File: src/verilog/sdmac_macros.svh
// SCSI DMA controller constants
// FIFO depth and host register word indexes

`ifndef SDMAC_MACROS_SVH
`define SDMAC_MACROS_SVH

// Number of 32-bit words held in the transfer FIFO
`define SDMAC_FIFO_DEPTH 8

// Host register word indexes on addr_i
`define SDMAC_ADDR_CONTR  3'd0 // Control, read and write
`define SDMAC_ADDR_ISTR   3'd1 // Status, read only
`define SDMAC_ADDR_ST_DMA 3'd2 // Start DMA command, write only
`define SDMAC_ADDR_FLUSH  3'd3 // Flush command, write only
`define SDMAC_ADDR_CINT   3'd4 // Clear interrupt command, write only

`endif

File: src/verilog/sdmac_pkg.sv
// SCSI DMA controller types
// Register layouts, output bus groups and the FIFO word

package sdmac_pkg;

    // Control register, bit 2 down to bit 0
    typedef struct packed {
        logic dma_dir; // 1 moves memory to peripheral
        logic dma_ena;
        logic int_ena;
    } contr_t;

    // Status register, bit 4 down to bit 0
    typedef struct packed {
        logic int_pending;
        logic inta;
        logic fifo_empty;
        logic fifo_full;
        logic flush_done;
    } istr_t;

    // Host bus master outputs
    typedef struct packed {
        logic br;     // Bus request
        logic own;    // Core is bus master
        logic as;     // Address strobe
        logic rw;     // 1 reads from memory
        logic dma_en; // Enables the external address generator
    } host_bus_o_t;

    // Peripheral control outputs
    typedef struct packed {
        logic dack;
        logic ior;
        logic iow;
        logic css;
    } periph_o_t;

    // Big-endian halfword pair, first peripheral halfword in hi
    typedef struct packed {
        logic [15:0] hi;
        logic [15:0] lo;
    } halfword_pair_t;

    // One FIFO entry seen from the host side or from the peripheral side
    typedef union packed {
        logic [31:0]    word;
        halfword_pair_t half;
    } fifo_word_u;

endpackage

File: src/verilog/dma_ctrl.sv
// DMA control for the SCSI DMA core
// Peripheral cycle sequencer, host bus master sequencer and flush sequence.
// Peripheral cycle is two strobe cycles plus one recovery cycle

`timescale 1ns/1ps

module dma_ctrl (
    input  logic                   sclk_i,
    input  logic                   reset_i,
    input  sdmac_pkg::contr_t      contr_i,
    input  logic                   start_i,
    input  logic                   flush_i,
    input  logic                   dreq_i,
    input  logic                   bg_i,
    input  logic                   dsack_i,
    input  logic                   fifo_full_i,
    input  logic                   fifo_empty_i,
    input  logic                   word_valid_i,
    input  logic                   half_pending_i,
    output sdmac_pkg::host_bus_o_t host_o,
    output sdmac_pkg::periph_o_t   periph_o,
    output logic                   load_half_o,
    output logic                   take_half_o,
    output logic                   pad_o,
    output logic                   push_o,
    output logic                   pop_o,
    output logic                   clear_o,
    output logic                   flush_done_o
);

    typedef enum logic [1:0] {P_IDLE, P_STROBE, P_RECOVER} p_state_e;
    typedef enum logic [1:0] {B_IDLE, B_REQ, B_STROBE, B_GAP} b_state_e;
    typedef enum logic [1:0] {F_IDLE, F_PAD, F_DRAIN} f_state_e;

    p_state_e p_state_q;
    b_state_e b_state_q;
    f_state_e f_state_q;
    logic     strobe_cnt_q;
    logic     m2p;
    logic     active;
    logic     can_serve;
    logic     strobe_last;
    logic     want_bus;
    logic     bus_done;
    logic     host_take;
    logic     drained;

    assign m2p         = contr_i.dma_dir;
    assign active      = contr_i.dma_ena || (f_state_q != F_IDLE);
    assign can_serve   = m2p ? !fifo_empty_i : !fifo_full_i;
    assign strobe_last = (p_state_q == P_STROBE) && strobe_cnt_q;

    // Peripheral cycle sequencer
    always_ff @(posedge sclk_i) begin
        if (reset_i) begin
            p_state_q    <= P_IDLE;
            strobe_cnt_q <= 1'b0;
        end else begin
            case (p_state_q)
                P_IDLE: begin
                    strobe_cnt_q <= 1'b0;
                    if (dreq_i && contr_i.dma_ena && can_serve && (f_state_q == F_IDLE)) begin
                        p_state_q <= P_STROBE;
                    end
                end
                P_STROBE: begin
                    strobe_cnt_q <= 1'b1;
                    if (strobe_cnt_q) p_state_q <= P_RECOVER;
                end
                default: p_state_q <= P_IDLE;
            endcase
        end
    end

    // Memory to peripheral refills only from empty, in bursts
    assign want_bus  = active && (m2p ? fifo_empty_i : !fifo_empty_i);
    assign bus_done  = !active || (m2p ? fifo_full_i : fifo_empty_i);
    assign host_take = (b_state_q == B_STROBE) && dsack_i;

    // Bus master sequencer, GAP also serves as the owned cycle before the first strobe
    always_ff @(posedge sclk_i) begin
        if (reset_i) begin
            b_state_q <= B_IDLE;
        end else begin
            case (b_state_q)
                B_IDLE:   if (want_bus) b_state_q <= B_REQ;
                B_REQ:    if (bg_i) b_state_q <= B_GAP;
                B_GAP:    b_state_q <= bus_done ? B_IDLE : B_STROBE;
                B_STROBE: if (dsack_i) b_state_q <= B_GAP; // as held until acknowledge
                default:  b_state_q <= B_IDLE;
            endcase
        end
    end

    // Flush waits for the peripheral cycle, pads, then drains to the host
    assign drained = fifo_empty_i && !word_valid_i && (b_state_q == B_IDLE);

    always_ff @(posedge sclk_i) begin
        if (reset_i || start_i) begin
            f_state_q <= F_IDLE;
        end else begin
            case (f_state_q)
                F_IDLE:  if (flush_i && !m2p) f_state_q <= F_PAD;
                F_PAD:   if (p_state_q == P_IDLE) f_state_q <= F_DRAIN;
                F_DRAIN: if (drained) f_state_q <= F_IDLE;
                default: f_state_q <= F_IDLE;
            endcase
        end
    end

    assign host_o.br     = (b_state_q != B_IDLE);
    assign host_o.own    = (b_state_q == B_GAP) || (b_state_q == B_STROBE);
    assign host_o.as     = (b_state_q == B_STROBE);
    assign host_o.rw     = host_o.own && m2p;
    assign host_o.dma_en = host_o.own;

    assign periph_o.dack = (p_state_q == P_STROBE);
    assign periph_o.ior  = (p_state_q == P_STROBE) && !m2p;
    assign periph_o.iow  = (p_state_q == P_STROBE) && m2p;
    assign periph_o.css  = 1'b0; // Chip registers are not reached through this core

    assign load_half_o  = strobe_last && !m2p; // pd_i sampled at end of ior
    assign take_half_o  = strobe_last && m2p;
    assign pad_o        = (f_state_q == F_PAD) && (p_state_q == P_IDLE) && half_pending_i;
    assign push_o       = m2p ? host_take : word_valid_i;
    assign pop_o        = m2p ? (take_half_o && half_pending_i) : host_take;
    assign clear_o      = start_i;
    assign flush_done_o = (f_state_q == F_DRAIN) && drained;

endmodule

File: src/verilog/halfword_packer.sv
// Halfword packer between the 16-bit peripheral port and the FIFO
// Receive: collects hi then lo into a holding word, pulses word_valid_o
// Send: presents hi then lo of the FIFO head word on pd_o

`timescale 1ns/1ps

module halfword_packer (
    input  logic                  sclk_i,
    input  logic                  reset_i,
    input  logic                  dir_i,
    input  logic                  load_half_i,
    input  logic                  take_half_i,
    input  logic                  pad_i,
    input  logic [15:0]           pd_i,
    input  sdmac_pkg::fifo_word_u fifo_word_i,
    output logic [15:0]           pd_o,
    output sdmac_pkg::fifo_word_u word_o,
    output logic                  word_valid_o,
    output logic                  half_pending_o
);

    import sdmac_pkg::*;

    fifo_word_u hold_q;
    logic       half_q;  // Receive: hi is held. Send: hi already sent
    logic       valid_q;
    logic       rx_load;
    logic       rx_pad;
    logic       tx_take;

    assign rx_load = load_half_i && !dir_i;
    assign rx_pad  = pad_i && !dir_i && half_q; // Only a lone hi half gets padded
    assign tx_take = take_half_i && dir_i;

    // Holding word
    always_ff @(posedge sclk_i) begin
        if (rx_load) begin
            if (half_q) begin
                hold_q.half.lo <= pd_i;
            end else begin
                hold_q.half.hi <= pd_i;
            end
        end else if (rx_pad) begin
            hold_q.half.lo <= 16'h0000;
        end
    end

    always_ff @(posedge sclk_i) begin
        if (reset_i) begin
            half_q  <= 1'b0;
            valid_q <= 1'b0;
        end else begin
            valid_q <= (rx_load && half_q) || rx_pad; // Word complete at this edge
            if (rx_pad) begin
                half_q <= 1'b0;
            end else if (rx_load || tx_take) begin
                half_q <= !half_q;
            end
        end
    end

    assign pd_o           = half_q ? fifo_word_i.half.lo : fifo_word_i.half.hi;
    assign word_o         = hold_q;
    assign word_valid_o   = valid_q;
    assign half_pending_o = half_q;

endmodule

File: src/verilog/sdmac_regs.sv
// SCSI DMA controller register file
// Holds CONTR and the sticky flush_done flag, turns command writes into
// single-cycle strobes, returns CONTR or ISTR on reads and forms int_o

`timescale 1ns/1ps
`include "sdmac_macros.svh"

module sdmac_regs (
    input  logic              sclk_i,
    input  logic              reset_i,
    input  logic              cs_i,
    input  logic              rw_i,
    input  logic [2:0]        addr_i,
    input  logic [31:0]       wdata_i,
    input  logic              inta_i,
    input  logic              fifo_empty_i,
    input  logic              fifo_full_i,
    input  logic              flush_done_i,
    output logic [31:0]       rdata_o,
    output sdmac_pkg::contr_t contr_o,
    output logic              start_o,
    output logic              flush_o,
    output logic              int_o
);

    import sdmac_pkg::*;

    contr_t contr_q;
    istr_t  istr;
    logic   flush_done_q;
    logic   wr_en;
    logic   rd_en;

    assign wr_en = cs_i && !rw_i;
    assign rd_en = cs_i && rw_i;

    always_ff @(posedge sclk_i) begin
        if (reset_i) begin
            contr_q      <= '0;
            flush_done_q <= 1'b0;
            start_o      <= 1'b0;
            flush_o      <= 1'b0;
        end else begin
            start_o <= wr_en && (addr_i == `SDMAC_ADDR_ST_DMA);
            flush_o <= wr_en && (addr_i == `SDMAC_ADDR_FLUSH);
            if (wr_en && (addr_i == `SDMAC_ADDR_CONTR)) begin
                contr_q <= contr_t'(wdata_i[2:0]);
            end
            // A completing flush wins over a CINT in the same cycle
            if (flush_done_i) begin
                flush_done_q <= 1'b1;
            end else if (wr_en && (addr_i == `SDMAC_ADDR_CINT)) begin
                flush_done_q <= 1'b0;
            end
        end
    end

    assign int_o   = contr_q.int_ena && (inta_i || flush_done_q);
    assign contr_o = contr_q;

    always_comb begin
        istr.int_pending = int_o;
        istr.inta        = inta_i;
        istr.fifo_empty  = fifo_empty_i;
        istr.fifo_full   = fifo_full_i;
        istr.flush_done  = flush_done_q;
    end

    // Read data is captured on the strobe and held until the next read
    always_ff @(posedge sclk_i) begin
        if (rd_en) begin
            case (addr_i)
                `SDMAC_ADDR_CONTR: rdata_o <= {29'd0, contr_q};
                `SDMAC_ADDR_ISTR:  rdata_o <= {27'd0, istr};
                default:           rdata_o <= 32'd0; // Command registers read as zero
            endcase
        end
    end

endmodule

File: src/verilog/sdmac_top.sv
// SCSI DMA controller core top level
// Register file, DMA control, word FIFO and halfword packer between a
// 32-bit host bus and a 16-bit SCSI peripheral port

`timescale 1ns/1ps

module sdmac_top (
    input  logic                   sclk_i,
    input  logic                   reset_i,
    input  logic                   cs_i,
    input  logic                   rw_i,
    input  logic [2:0]             addr_i,
    input  logic [31:0]            wdata_i,
    output logic [31:0]            rdata_o,
    input  logic                   bg_i,
    input  logic                   dsack_i,
    input  logic [31:0]            din_i,
    output sdmac_pkg::host_bus_o_t host_o,
    output logic [31:0]            dout_o,
    input  logic                   dreq_i,
    input  logic                   inta_i,
    input  logic [15:0]            pd_i,
    output sdmac_pkg::periph_o_t   periph_o,
    output logic [15:0]            pd_o,
    output logic                   int_o
);

    import sdmac_pkg::*;

    contr_t     contr;
    fifo_word_u fifo_wdata;
    fifo_word_u fifo_rdata;
    fifo_word_u packer_word;
    logic       start;
    logic       flush;
    logic       flush_done;
    logic       fifo_full;
    logic       fifo_empty;
    logic       word_valid;
    logic       half_pending;
    logic       load_half;
    logic       take_half;
    logic       pad;
    logic       push;
    logic       pop;
    logic       clear;

    // FIFO is filled from the host bus or from the packer
    always_comb begin
        if (contr.dma_dir) begin
            fifo_wdata.word = din_i;
        end else begin
            fifo_wdata = packer_word;
        end
    end

    assign dout_o = fifo_rdata.word;

    sdmac_regs sdmac_regs_i (
        .sclk_i       (sclk_i),
        .reset_i      (reset_i),
        .cs_i         (cs_i),
        .rw_i         (rw_i),
        .addr_i       (addr_i),
        .wdata_i      (wdata_i),
        .inta_i       (inta_i),
        .fifo_empty_i (fifo_empty),
        .fifo_full_i  (fifo_full),
        .flush_done_i (flush_done),
        .rdata_o      (rdata_o),
        .contr_o      (contr),
        .start_o      (start),
        .flush_o      (flush),
        .int_o        (int_o)
    );

    dma_ctrl dma_ctrl_i (
        .sclk_i         (sclk_i),
        .reset_i        (reset_i),
        .contr_i        (contr),
        .start_i        (start),
        .flush_i        (flush),
        .dreq_i         (dreq_i),
        .bg_i           (bg_i),
        .dsack_i        (dsack_i),
        .fifo_full_i    (fifo_full),
        .fifo_empty_i   (fifo_empty),
        .word_valid_i   (word_valid),
        .half_pending_i (half_pending),
        .host_o         (host_o),
        .periph_o       (periph_o),
        .load_half_o    (load_half),
        .take_half_o    (take_half),
        .pad_o          (pad),
        .push_o         (push),
        .pop_o          (pop),
        .clear_o        (clear),
        .flush_done_o   (flush_done)
    );

    word_fifo word_fifo_i (
        .sclk_i  (sclk_i),
        .reset_i (reset_i),
        .push_i  (push),
        .pop_i   (pop),
        .clear_i (clear),
        .wdata_i (fifo_wdata),
        .rdata_o (fifo_rdata),
        .full_o  (fifo_full),
        .empty_o (fifo_empty)
    );

    halfword_packer halfword_packer_i (
        .sclk_i         (sclk_i),
        .reset_i        (reset_i),
        .dir_i          (contr.dma_dir),
        .load_half_i    (load_half),
        .take_half_i    (take_half),
        .pad_i          (pad),
        .pd_i           (pd_i),
        .fifo_word_i    (fifo_rdata),
        .pd_o           (pd_o),
        .word_o         (packer_word),
        .word_valid_o   (word_valid),
        .half_pending_o (half_pending)
    );

endmodule

File: src/verilog/word_fifo.sv
// Transfer FIFO of 32-bit words
// Circular buffer with occupancy count, head word shown combinationally

`timescale 1ns/1ps
`include "sdmac_macros.svh"

module word_fifo (
    input  logic                  sclk_i,
    input  logic                  reset_i,
    input  logic                  push_i,
    input  logic                  pop_i,
    input  logic                  clear_i,
    input  sdmac_pkg::fifo_word_u wdata_i,
    output sdmac_pkg::fifo_word_u rdata_o,
    output logic                  full_o,
    output logic                  empty_o
);

    import sdmac_pkg::*;

    localparam int DEPTH = `SDMAC_FIFO_DEPTH;
    localparam int AW    = $clog2(DEPTH);
    localparam logic [AW:0] FULL_CNT = (AW+1)'(DEPTH);

    fifo_word_u    mem_q [DEPTH];
    logic [AW-1:0] wr_ptr_q;
    logic [AW-1:0] rd_ptr_q;
    logic [AW:0]   count_q;
    logic          do_push;
    logic          do_pop;

    assign do_push = push_i && !full_o;  // Pushes into a full FIFO are dropped
    assign do_pop  = pop_i && !empty_o;

    always_ff @(posedge sclk_i) begin
        if (do_push) begin
            mem_q[wr_ptr_q] <= wdata_i;
        end
    end

    always_ff @(posedge sclk_i) begin
        if (reset_i || clear_i) begin
            wr_ptr_q <= '0;
            rd_ptr_q <= '0;
            count_q  <= '0;
        end else begin
            if (do_push) wr_ptr_q <= wr_ptr_q + 1'b1;
            if (do_pop) rd_ptr_q <= rd_ptr_q + 1'b1;
            case ({do_push, do_pop})
                2'b10:   count_q <= count_q + 1'b1;
                2'b01:   count_q <= count_q - 1'b1;
                default: count_q <= count_q;
            endcase
        end
    end

    assign rdata_o = mem_q[rd_ptr_q];
    assign full_o  = (count_q == FULL_CNT);
    assign empty_o = (count_q == '0);

endmodule
File: config.mk
export PLATFORM = sky130hd
export DESIGN_NAME = sdmac_top
export DESIGN_NICKNAME = d
export VERILOG_FILES = /design/src/verilog/sdmac_pkg.sv /design/src/verilog/dma_ctrl.sv /design/src/verilog/halfword_packer.sv /design/src/verilog/sdmac_regs.sv /design/src/verilog/sdmac_top.sv /design/src/verilog/word_fifo.sv
export VERILOG_INCLUDE_DIRS = /design/src /design/src/verilog
export SDC_FILE = /design/constraint.sdc
export NUM_CORES = 1
export LEC_CHECK = 0
export BUFFER_PORTS_ARGS = -buffer_cell sky130_fd_sc_hd__buf_2
export CORE_ASPECT_RATIO = 0.5
export CORE_MARGIN = 2
export CORE_UTILIZATION = 52
export DETAILED_ROUTE_END_ITERATION = 8
export GPL_ROUTABILITY_DRIVEN = 1
export PLACE_DENSITY = 0.77
export SLEW_MARGIN = 20
export SYNTH_ARGS = -nofsm -noshare
export SYNTH_HDL_FRONTEND = slang
export SYNTH_SLANG_ARGS = --single-unit
File: constraint.sdc
create_clock -name sclk_i -period 5.15 [get_ports sclk_i]
set_clock_uncertainty 0.05 [all_clocks]
set_input_delay 0.515 -clock sclk_i [delete_from_list [all_inputs] [get_ports sclk_i]]
set_output_delay 0.515 -clock sclk_i [all_outputs]
set_load 0.01 [all_outputs]
==> results.toml <==
[run_status]
status = "complete, no violations"

[finish]
finalInstanceArea_mm2 = 0.0150
num-nets-final = 939
syn_to_final_growth_pct = 13.8
seq_area_mm2 = 0.00937
multi_input_area_mm2 = 0.00361
drive_gt1_share_pct = 40.5
postLayoutCoreUtil_pct = 59.9
fill_cells = 1813

[yosys]
synth.top_cell.area_share_pct = 66.6
synth_cell_types = 55
synth_flop_cell = "edfxtp_1"
synth_area_per_cell_um2 = 18.8
synth_cells = 701
synthTopCellsByArea = "edfxtp_1 (67%), mux4_2 (11%), mux2_2 (6.8%), dfxtp_1 (4.2%), buf_4 (1.7%)"
yosysSeqAreaShare_pct = 70.9
synth_area_mm2 = 0.0132
yosysTopAreaCell = "edfxtp_1"
yosysWarnings = 0
synth-edff-count = 293
async_flop_share_pct = 0
synth_seq_cells = 321

[global_routing]
antenna_found_initial = 3
grt_usage_pct = 20.7
grt_max_degree = 42
gr-total-overflow = 0
grt_pass1_wl_um = 40700
grt_pass1_vias = 6881

[power]
p_comb_share_pct = 1.3
p_int_mw = 3.90
switching_power_mw = 0.915
clkPwrFrac_pct = 40.4
p_leak_nw = 5.15
ir_worst_vdd_v = 0.000219
seq_power_share_pct = 58.3
power.density_mw_per_mm2 = 321
p_sw_share_pct = 19.0

[place]
routabilityCongestion = 0.833
placed_area_mm2 = 0.0142
portBuffers = 123
place_hpwl_um = 16700

[die]
dieArea_mm2 = 0.0268
placementRows = 41
die_width_um = 229
die_h_um = 117
start_util_pct = 52.6
io_pins = 181
coreArea_mm2 = 0.0251

[routing]
wl_per_cell_um = 22.9
vias_per_cell = 5.64
first_pass_iters = 5
initialDrtViolationCount = 452
drc = 0
totalWireLength_um = 27600
ant_nets = 0
dr_total_vias = 6776

[clocking]
cts_tree = "built"
cts_sinks = 321
cts_resized = 0
clk_pin_slew_ns = 0.06
post_cts.repair.setup_buffers = 0
clk_path_buf_depth = 3
htree_levels = 1
clk_latency_ns = 0.53
cts-buffers-inserted = 28
ctsHoldBuffers = 0
cts-root-buf = "clkbuf_16"

[critical_path]
startpoint_type = "flop"
crit_type = "reg -> out"
r2r-start = "dma_ctrl_i.strobe_cnt_q"
arrival_ns = 3.22
r2r_setup_slack_ns = 1.96
critPathRequiredTime_ns = 4.59
path_max_fanout = 34
r2r_cells = 10
r2r_end = "word_fifo_i.count_q[2]"
critPathCaptureType = "output port"

[timing]
setup_viol = 0
post-route-period-util_pct = 73.4
hold_viol = 0
period_needed_ns = 3.78
worst_pin_slew_ns = 0.924
fmax_mhz = 264
max_slew_margin_pct = 38.4
rsz0062_at_grt = "false"
finalMaxSlewViolations = 0
setup_tns_ns = 0

[flow_run]
maxCapViolations = 0

[worst_hold_path]
whs_endpoint = "halfword_packer_i.word_o[19]"
min_path_cells = 1
min_from = "pd_i[3]"
min_path_type = "in -> reg"
power by group through the flow:
| stage | clock network (mW) | logic, mW | registers, mW |
|---|---|---|---|
| after global placement | 0 | 0.0628 | 2.87 |
| after floorplan | 0 | 0.0413 | 2.87 |
| after global routing | 2.08 | 0.0697 | 2.81 |
| after detailed placement | 0 | 0.0633 | 2.87 |
| final | 1.95 | 0.0640 | 2.81 |
| after CTS | 1.99 | 0.0636 | 2.81 |
logic make-up (layout without fill, tap and decap cells):
| logic type | after synthesis | in the layout | synth area share, % |
|---|---|---|---|
| and+or+nand+nor | 106 | 106 | 4.58 |
| AOI/OAI and AO/OA | 42 | 42 | 2.16 |
| buffers and inverters | 68 | 196 | 3.01 |
| xor gates and xnor gates | 5 | 5 | 0.332 |
| other | 1 | 30 | 0.0284 |
| muxes | 147 | 147 | 18.0 |
| DFF | 321 | 321 | 70.9 |
| adders and majority gates | 11 | 11 | 1.04 |
state kept, by name, summed over array words and instances (netlist names), named ones only:
name	cells
word_fifo_i.count_q	4
sdmac_regs_i.rdata_o	5
sdmac_regs_i.flush_done_q	1
sdmac_regs_i.flush_o	1
halfword_packer_i.half_pending_o	1
halfword_packer_i.word_o	32
sdmac_regs_i.contr_o	3
word_fifo_i.wr_ptr_q	3
halfword_packer_i.word_valid_o	1
sdmac_regs_i.start_o	1
word_fifo_i.rd_ptr_q	3
dma_ctrl_i.b_state_q	2
dma_ctrl_i.f_state_q	2
word_fifo_i.mem_q	256
dma_ctrl_i.strobe_cnt_q	1
dma_ctrl_i.p_state_q	2
worst max-delay path, cell delays in order (launching register included):
cell     delay (ns)
dfxtp_2        0.93
buf_4          0.57
mux4_2         0.39
mux2_2         0.34
mux2_2         0.27
buf_2          0.14
worst max-delay path by stage:
stage | startpoint | endpoint | slack [ns] | depth (start not counted)
after floorplan | dma_ctrl_i.b_state_q[0] | word_fifo_i.mem_q[0][0] | 0.29 | 6
after global placement | flop | pd_o[7] | 1.93 | 5
after detailed placement | flop | pd_o[2] | 1.89 | 5
after CTS | flop | pd_o[8] | 1.30 | 5
after global routing | flop | pd_o[7] | 1.23 | 5
final | flop | pd_o[8] | 1.37 | 5
metrics by stage:
| stage | instances | hold WS [ns] | worst slack (ns) | total power, mW |
|---|---|---|---|---|
| after global placement | 1151 | 0.398 | 1.93 | 2.93 |
| final | 1202 | 0.119 | 1.37 | 4.82 |
| after detailed placement | 1151 | 0.390 | 1.89 | 2.93 |
| after global routing | 1201 | 0.103 | 1.23 | 4.96 |
| after CTS | 1200 | 0.101 | 1.30 | 4.86 |
| after floorplan | 728 | 0.375 | 0.290 | 2.91 |
cells in the mapped netlist (all sizes together), types with 2 or more instances:
| library cell | count |
|---|---|
| dfxtp | 28 |
| nor3 | 7 |
| o21a | 2 |
| mux4 | 64 |
| edfxtp | 293 |
| ha | 11 |
| and3 | 19 |
| mux2i | 3 |
| o21ai | 8 |
| o22a | 2 |
| nand2b | 4 |
| or2 | 2 |
| clkbuf | 20 |
| and2b | 2 |
| nor4 | 2 |
| nor4b | 4 |
| xor2 | 3 |
| nand3b | 3 |
| nand3 | 5 |
| a31oi | 2 |
| nor2 | 17 |
| xnor2 | 2 |
| nand2 | 19 |
| or3 | 5 |
| and2 | 4 |
| nor2b | 5 |
| mux2 | 80 |
| inv | 6 |
| nor3b | 4 |
| a21oi | 17 |
| buf | 42 |
metal layers:
| layer | vias up | GRT usage [%] | share of wire (%) |
|---|---|---|---|
| met5 | - | 0 | 0.076 |
| met4 | 4 | 7.01 | 2.7 |
| met3 | 45 | 3.69 | 5.8 |
| met2 | 206 | 35.3 | 50 |
| met1 | 3501 | 27.5 | 42 |
| li1 | 3020 | - | - |
cells in the final DEF (no fill, tap or decap), drive strengths merged, types with 2 or more instances in the layout:
cell / instances
or3: 5
and3: 19
nor2b: 5
buf: 141
mux4: 64
nand2b: 4
edfxtp: 293
dfxtp: 28
clkinv: 13
nor4b: 4
and2: 4
a21oi: 17
mux2: 80
xnor2: 2
o21ai: 8
ha: 11
conb: 28
inv: 7
nand3: 5
diode: 2
a31oi: 2
nor3b: 4
clkbuf: 33
nand3b: 3
o22a: 2
nor3: 7
nand2: 19
o21a: 2
nor2: 17
or2: 2
and2b: 2
nor4: 2
xor2: 3
mux2i: 3
area by class of cell:
cell class,count,area share (%)
Clock buffer,33,4.93
Sequential cell,321,62.3
Tap cell,344,2.86
Timing Repair Buffer,141,5.00
Clock inverter,16,0.691
Antenna cell,2,0.0333
Multi-Input combinational cell,339,24.0
Inverter,6,0.150
(Power assumes the default switching activity.)
